<file path="config.mk">
export PLATFORM = sky130hd
export DESIGN_NAME = cu_port
export DESIGN_NICKNAME = d
export VERILOG_FILES = /design/src/rtl/cu_router_pkg.sv /design/src/rtl/cu_port.sv
export SDC_FILE = /design/constraint.sdc
export NUM_CORES = 1
export LEC_CHECK = 0
export ABC_CLOCK_PERIOD_IN_PS = 2060
export BUFFER_PORTS_ARGS = -buffer_cell sky130_fd_sc_hd__buf_2
export CORE_ASPECT_RATIO = 0.8
export CORE_MARGIN = 8
export CORE_UTILIZATION = 41
export DETAILED_ROUTE_END_ITERATION = 6
export HOLD_SLACK_MARGIN = 0.15
export PLACE_DENSITY = 0.79
export SYNTH_ARGS = -nofsm -noshare
export SYNTH_HDL_FRONTEND = slang
export SYNTH_SLANG_ARGS = --single-unit
</file>
<file path="constraint.sdc">
create_clock -name clock -period 2.06 [get_ports clock]
set_input_delay 0.206 -clock clock [delete_from_list [all_inputs] [get_ports clock]]
set_output_delay 0.206 -clock clock [all_outputs]
set_load 0.01 [all_outputs]
</file>
<file path="src/rtl/cu_router_pkg.sv">
////////////////////////////////////////////////////////////
// Shared sizes for the CU router
// CU count and tag width, payload widths
// Fifo depths and almost full margin
////////////////////////////////////////////////////////////

`default_nettype none

package cu_router_pkg;

	////////////////////////////////////////////////////////////
	// Compute units
	////////////////////////////////////////////////////////////

	localparam int num_cu = 4;
	// Tag carried with each read command
	localparam int cu_id_bits = $clog2(num_cu);

	////////////////////////////////////////////////////////////
	// Payload widths
	////////////////////////////////////////////////////////////

	localparam int vertex_job_bits    = 32;
	localparam int read_address_bits  = 32;
	localparam int response_data_bits = 32;

	////////////////////////////////////////////////////////////
	// Buffering
	////////////////////////////////////////////////////////////

	localparam int vertex_fifo_depth  = 8;
	localparam int command_fifo_depth = 8;
	// Free entries left when a fifo stops accepting
	localparam int fifo_margin = 2;

endpackage

`default_nettype wire

</file>
<file path="src/rtl/cu_port.sv">
////////////////////////////////////////////////////////////
// Per-CU port
// One-entry read command slot, tagged response capture
// Job delivery register toward the CU
////////////////////////////////////////////////////////////

`timescale 1ns/100ps
`default_nettype none

module cu_port #(
	parameter int port_index = 0
) (
	input  logic                                         clock,
	input  logic                                         rstn,
	input  logic                                         dispatch_valid,
	input  logic [cu_router_pkg::vertex_job_bits-1:0]    dispatch_job,
	input  logic                                         command_request,
	input  logic [cu_router_pkg::read_address_bits-1:0]  command_address,
	input  logic                                         grant,
	input  logic                                         response_valid,
	input  logic [cu_router_pkg::cu_id_bits-1:0]         response_cu_id,
	input  logic [cu_router_pkg::response_data_bits-1:0] response_data,
	output logic                                         job_valid,
	output logic [cu_router_pkg::vertex_job_bits-1:0]    job,
	output logic                                         command_ready,
	output logic                                         slot_full,
	output logic [cu_router_pkg::read_address_bits-1:0]  slot_address,
	output logic                                         cu_response_valid,
	output logic [cu_router_pkg::response_data_bits-1:0] cu_response_data
);
	import cu_router_pkg::*;

	logic slot_load;
	logic tag_match;

	assign slot_load     = command_request && !slot_full;
	assign command_ready = !slot_full;
	assign tag_match     = response_valid && (response_cu_id == cu_id_bits'(port_index));

	////////////////////////////////////////////////////////////
	// Control state
	////////////////////////////////////////////////////////////

	// Grant only arrives while the slot is full
	always_ff @(posedge clock or negedge rstn) begin
		if (!rstn) begin
			slot_full         <= 1'b0;
			job_valid         <= 1'b0;
			cu_response_valid <= 1'b0;
		end else begin
			if (slot_load) begin
				slot_full <= 1'b1;
			end else if (grant) begin
				slot_full <= 1'b0;
			end
			job_valid         <= dispatch_valid;
			cu_response_valid <= tag_match;
		end
	end

	////////////////////////////////////////////////////////////
	// Payload
	////////////////////////////////////////////////////////////

	always_ff @(posedge clock) begin
		if (slot_load) begin
			slot_address <= command_address;
		end
		if (dispatch_valid) begin
			job <= dispatch_job;
		end
		if (tag_match) begin
			cu_response_data <= response_data;
		end
	end

endmodule

`default_nettype wire

</file>
==> metrics.yaml <==
status:
  outcome: "completed"
placement:
  place_inst: 398
  post_dp_cell_area_um2: 4140
  dpl.hpwl_um: 6226
  finalWeightedCongestion: 0.8023
  io_buffers: 203
worst_setup_path:
  data_required_time_of_the_critical_path_ns: 2.08
  path_cells: "nor2b_2, buf_4"
  cp_data_arrival_time_ns: 1.28
  critPathMaxFanout: 33
  critPathSlowestCell: "sky130_fd_sc_hd__dfrtp_1"
  setup.worst_path.end_class: "flip-flop"
  timing_worst_setup_path_type: "flip-flop to flip-flop"
  reg2reg_setup_slack_ns: 0.80
  path_buf_inv: 1
  critical_path.startpoint_type: "flip-flop"
  worst_path_dominant_cell_family: "flip-flops"
  critPathMaxStageDelay_ns: 0.42
synth:
  yosys.area_share.xor_xnor_pct: 0
  synth_top_family_by_area: "simple AND/OR/NAND/NOR gates"
  syn_nets: 207
  ys_ff_latch: 99
  post_synth_num_cell_types: 6
  synth.yosys.seq_area_share_pct: 99.08
  synth-compound-area-share_pct: 0.2515
  netlist_instances: 103
  syn-cell-area_um2: 2985
  synth_warn: 0
  synthMuxAreaShare_pct: 0
  simple_gate_area_share_of_the_yosys_netlist_pct: 0.5448
  mean_instance_size_in_the_synthesized_netlist_um2: 28.98
  synthAdderAreaFrac_pct: 0
floorplan:
  die_area_um2: 10280
  pin_count: 204
  placeable_core_region_um2: 7217
  fp-row-count: 28
  fp.dieH_um: 92.32
  fp.dieW_um: 111.4
  initial_utilization_pct: 41.37
clocking:
  clock_buffers_created_by_tritoncts: 9
  clock_latency_ns: 0.36
  cts-root-buf: "sky130_fd_sc_hd__clkbuf_8"
  postCtsResizedCells: 0
  tritoncts: "done"
  clk_path_buf_depth: 2
  tritoncts_num_sinks: 99
  cts.reportedPaths.clkPinSlew_ns: 0.09
  htree_num_levels: 3
layout:
  post_layout_nonfiller_instances: 512
  insertedDiodeCount: 0
  signed_area_change_from_the_synthesized_netlist_to_the_final_layout_pct: 77.45
  final_layout_size_suffix_gt1_share_pct: 52.61
  final.fill_count: 428
  finish.instance_area_um2: 5298
  final_nets: 521
grt:
  grt_start_max_net_pins: 34
  grt_first_pass_wirelength_um: 15300
  grtUsageTotal_pct: 19.67
  globalRoute.totalOverflow: 0
  first_global_vias: 2660
  number_of_antenna_violations_at_the_first_check_in_global_routing: 0
timing:
  setup_repair_after_global_routing_missed_its_margin: "no"
  skew_ns: 0.008709
  fmaxAchievable_ghz: 0.7962
  fin_tns_setup_ns: 0
  holdWs_ns: 0.1719
  tightest_slew_ns: 0.7357
  timing.max_slew.rel_slack_pct: 50.96
  min_period_over_period_pct: 60.97
  timing_hold_violations_final: 0
  timing.final.max_slew_violations: 0
  final.min_clock_period_ns: 1.256
  setup_viol_count_final: 0
power:
  combPwrFrac_pct: 12.8
  power.ir.vdd_worst_v: 0.0005622
  totalPowerFinal_mw: 4.064
  part_of_the_power_in_the_clock_network_pct: 28.1
  intPower_mw: 3.097
  power.share.sequential_pct: 59.1
  leakage_nw: 2.268
  power-per-cell-area_nw_per_um2: 767.1
  total_switching_power_mw: 0.9670
  netSwitchingFraction_pct: 23.80
drt:
  post_drt_wl_per_cell_um: 20.00
  antenna_left: 0
  vias: 2293
  viasPerCell: 4.479
  drt_first_pass_iters: 4
  totalWireLength_um: 10240
  drt-initial-drc-count: 158
  route.detailed.drc: 0
run:
  max_cap_viol_count: 0
worst_hold_path:
  timing.hold.worst.class: "input port to asynchronous set/reset pin"
power by group through the flow:
| stage | Combinational, mW | Clock [mW] | Sequential, mW |
|---|---|---|---|
| floorplan | 0.0316 | 0 | 2.52 |
| global placement | 0.359 | 0 | 2.43 |
| detailed placement | 0.366 | 0 | 2.44 |
| CTS | 0.514 | 1.17 | 2.39 |
| global route | 0.555 | 1.24 | 2.41 |
| finish | 0.522 | 1.14 | 2.40 |
per-layer routing:
metal	vias to the layer above	track usage, %	part of all wire [%]
li1	1038	-	-
met1	1104	18.91	35
met2	133	36.75	54
met3	18	8.398	8.4
met4	0	7.198	2.2
met5	-	0	0
worst paths after layout:
path | cells after the start | from | end
min in group clock | 3 | response_cu_id[1] | cu_response_valid
worst max register to register | 2 | slot_full | slot_address[25]
worst min register to register | 2 | slot_full | slot_full
max in group asynchronous | 2 | rstn | slot_full
worst min-delay path | 2 | rstn | cu_response_valid
worst max-delay path | 2 | slot_full | slot_address[25]
stage by stage:
step | setup slack, ns | util (%)
after floorplan | 0.1022 | -
after global placement | 0.8316 | 57.37
after detailed placement | 0.7976 | 57.37
after CTS | 0.8145 | 73.41
after global routing | 0.7560 | 73.41
final | 0.8040 | 73.41
state kept, by name, indices dropped and copies added (netlist names):
| signal | cells |
|---|---|
| cu_response_data | 32 |
| job | 32 |
| slot_address | 32 |
| cu_response_valid | 1 |
| job_valid | 1 |
| slot_full | 1 |
what timing repair did:
action	in CTS	in global routing
setup endpoints to repair	0	0
buffers inserted	0	0
endpoints found under the hold margin	100	0
hold buffers	98	0
cells in the final DEF (no fill, tap or decap), drive strengths merged:
cell type | synthesis | final
buf | 0 | 205
dlygate4sd3 | 0 | 98
edfxtp | 96 | 96
clkbuf | 0 | 10
inv | 1 | 4
dfrtp | 3 | 3
clkinv | 0 | 2
nor2b | 1 | 1
o21bai | 1 | 1
nor3b | 1 | 1
clkinvlp | 0 | 1
kinds of logic (layout without fill, tap and decap cells):
kind of cell / after synthesis / after routing
buf+inv: 1 / 320
simple gates: 2 / 2
flops: 99 / 99
compound gates: 1 / 1
area by class of cell:
cell class              instances  area [µm²]  area share, %
well taps                      90       112.6          2.126
clock buffers                  10       127.6          2.409
repair buffers                303        2012          37.98
inverters                       1       3.754        0.07085
multi-input cells               3       35.03         0.6613
clock inverters                 6       48.80         0.9211
flip-flops and latches         99        2958          55.83
synth_stat cells:
master                     number  area share, %
sky130_fd_sc_hd__edfxtp_1      96             97
sky130_fd_sc_hd__dfrtp_1        3            2.5
sky130_fd_sc_hd__inv_2          1           0.13
sky130_fd_sc_hd__nor2b_2        1           0.29
sky130_fd_sc_hd__nor3b_1        1           0.25
sky130_fd_sc_hd__o21bai_1       1           0.25
Note: power is estimated with default switching activity, not from simulation.
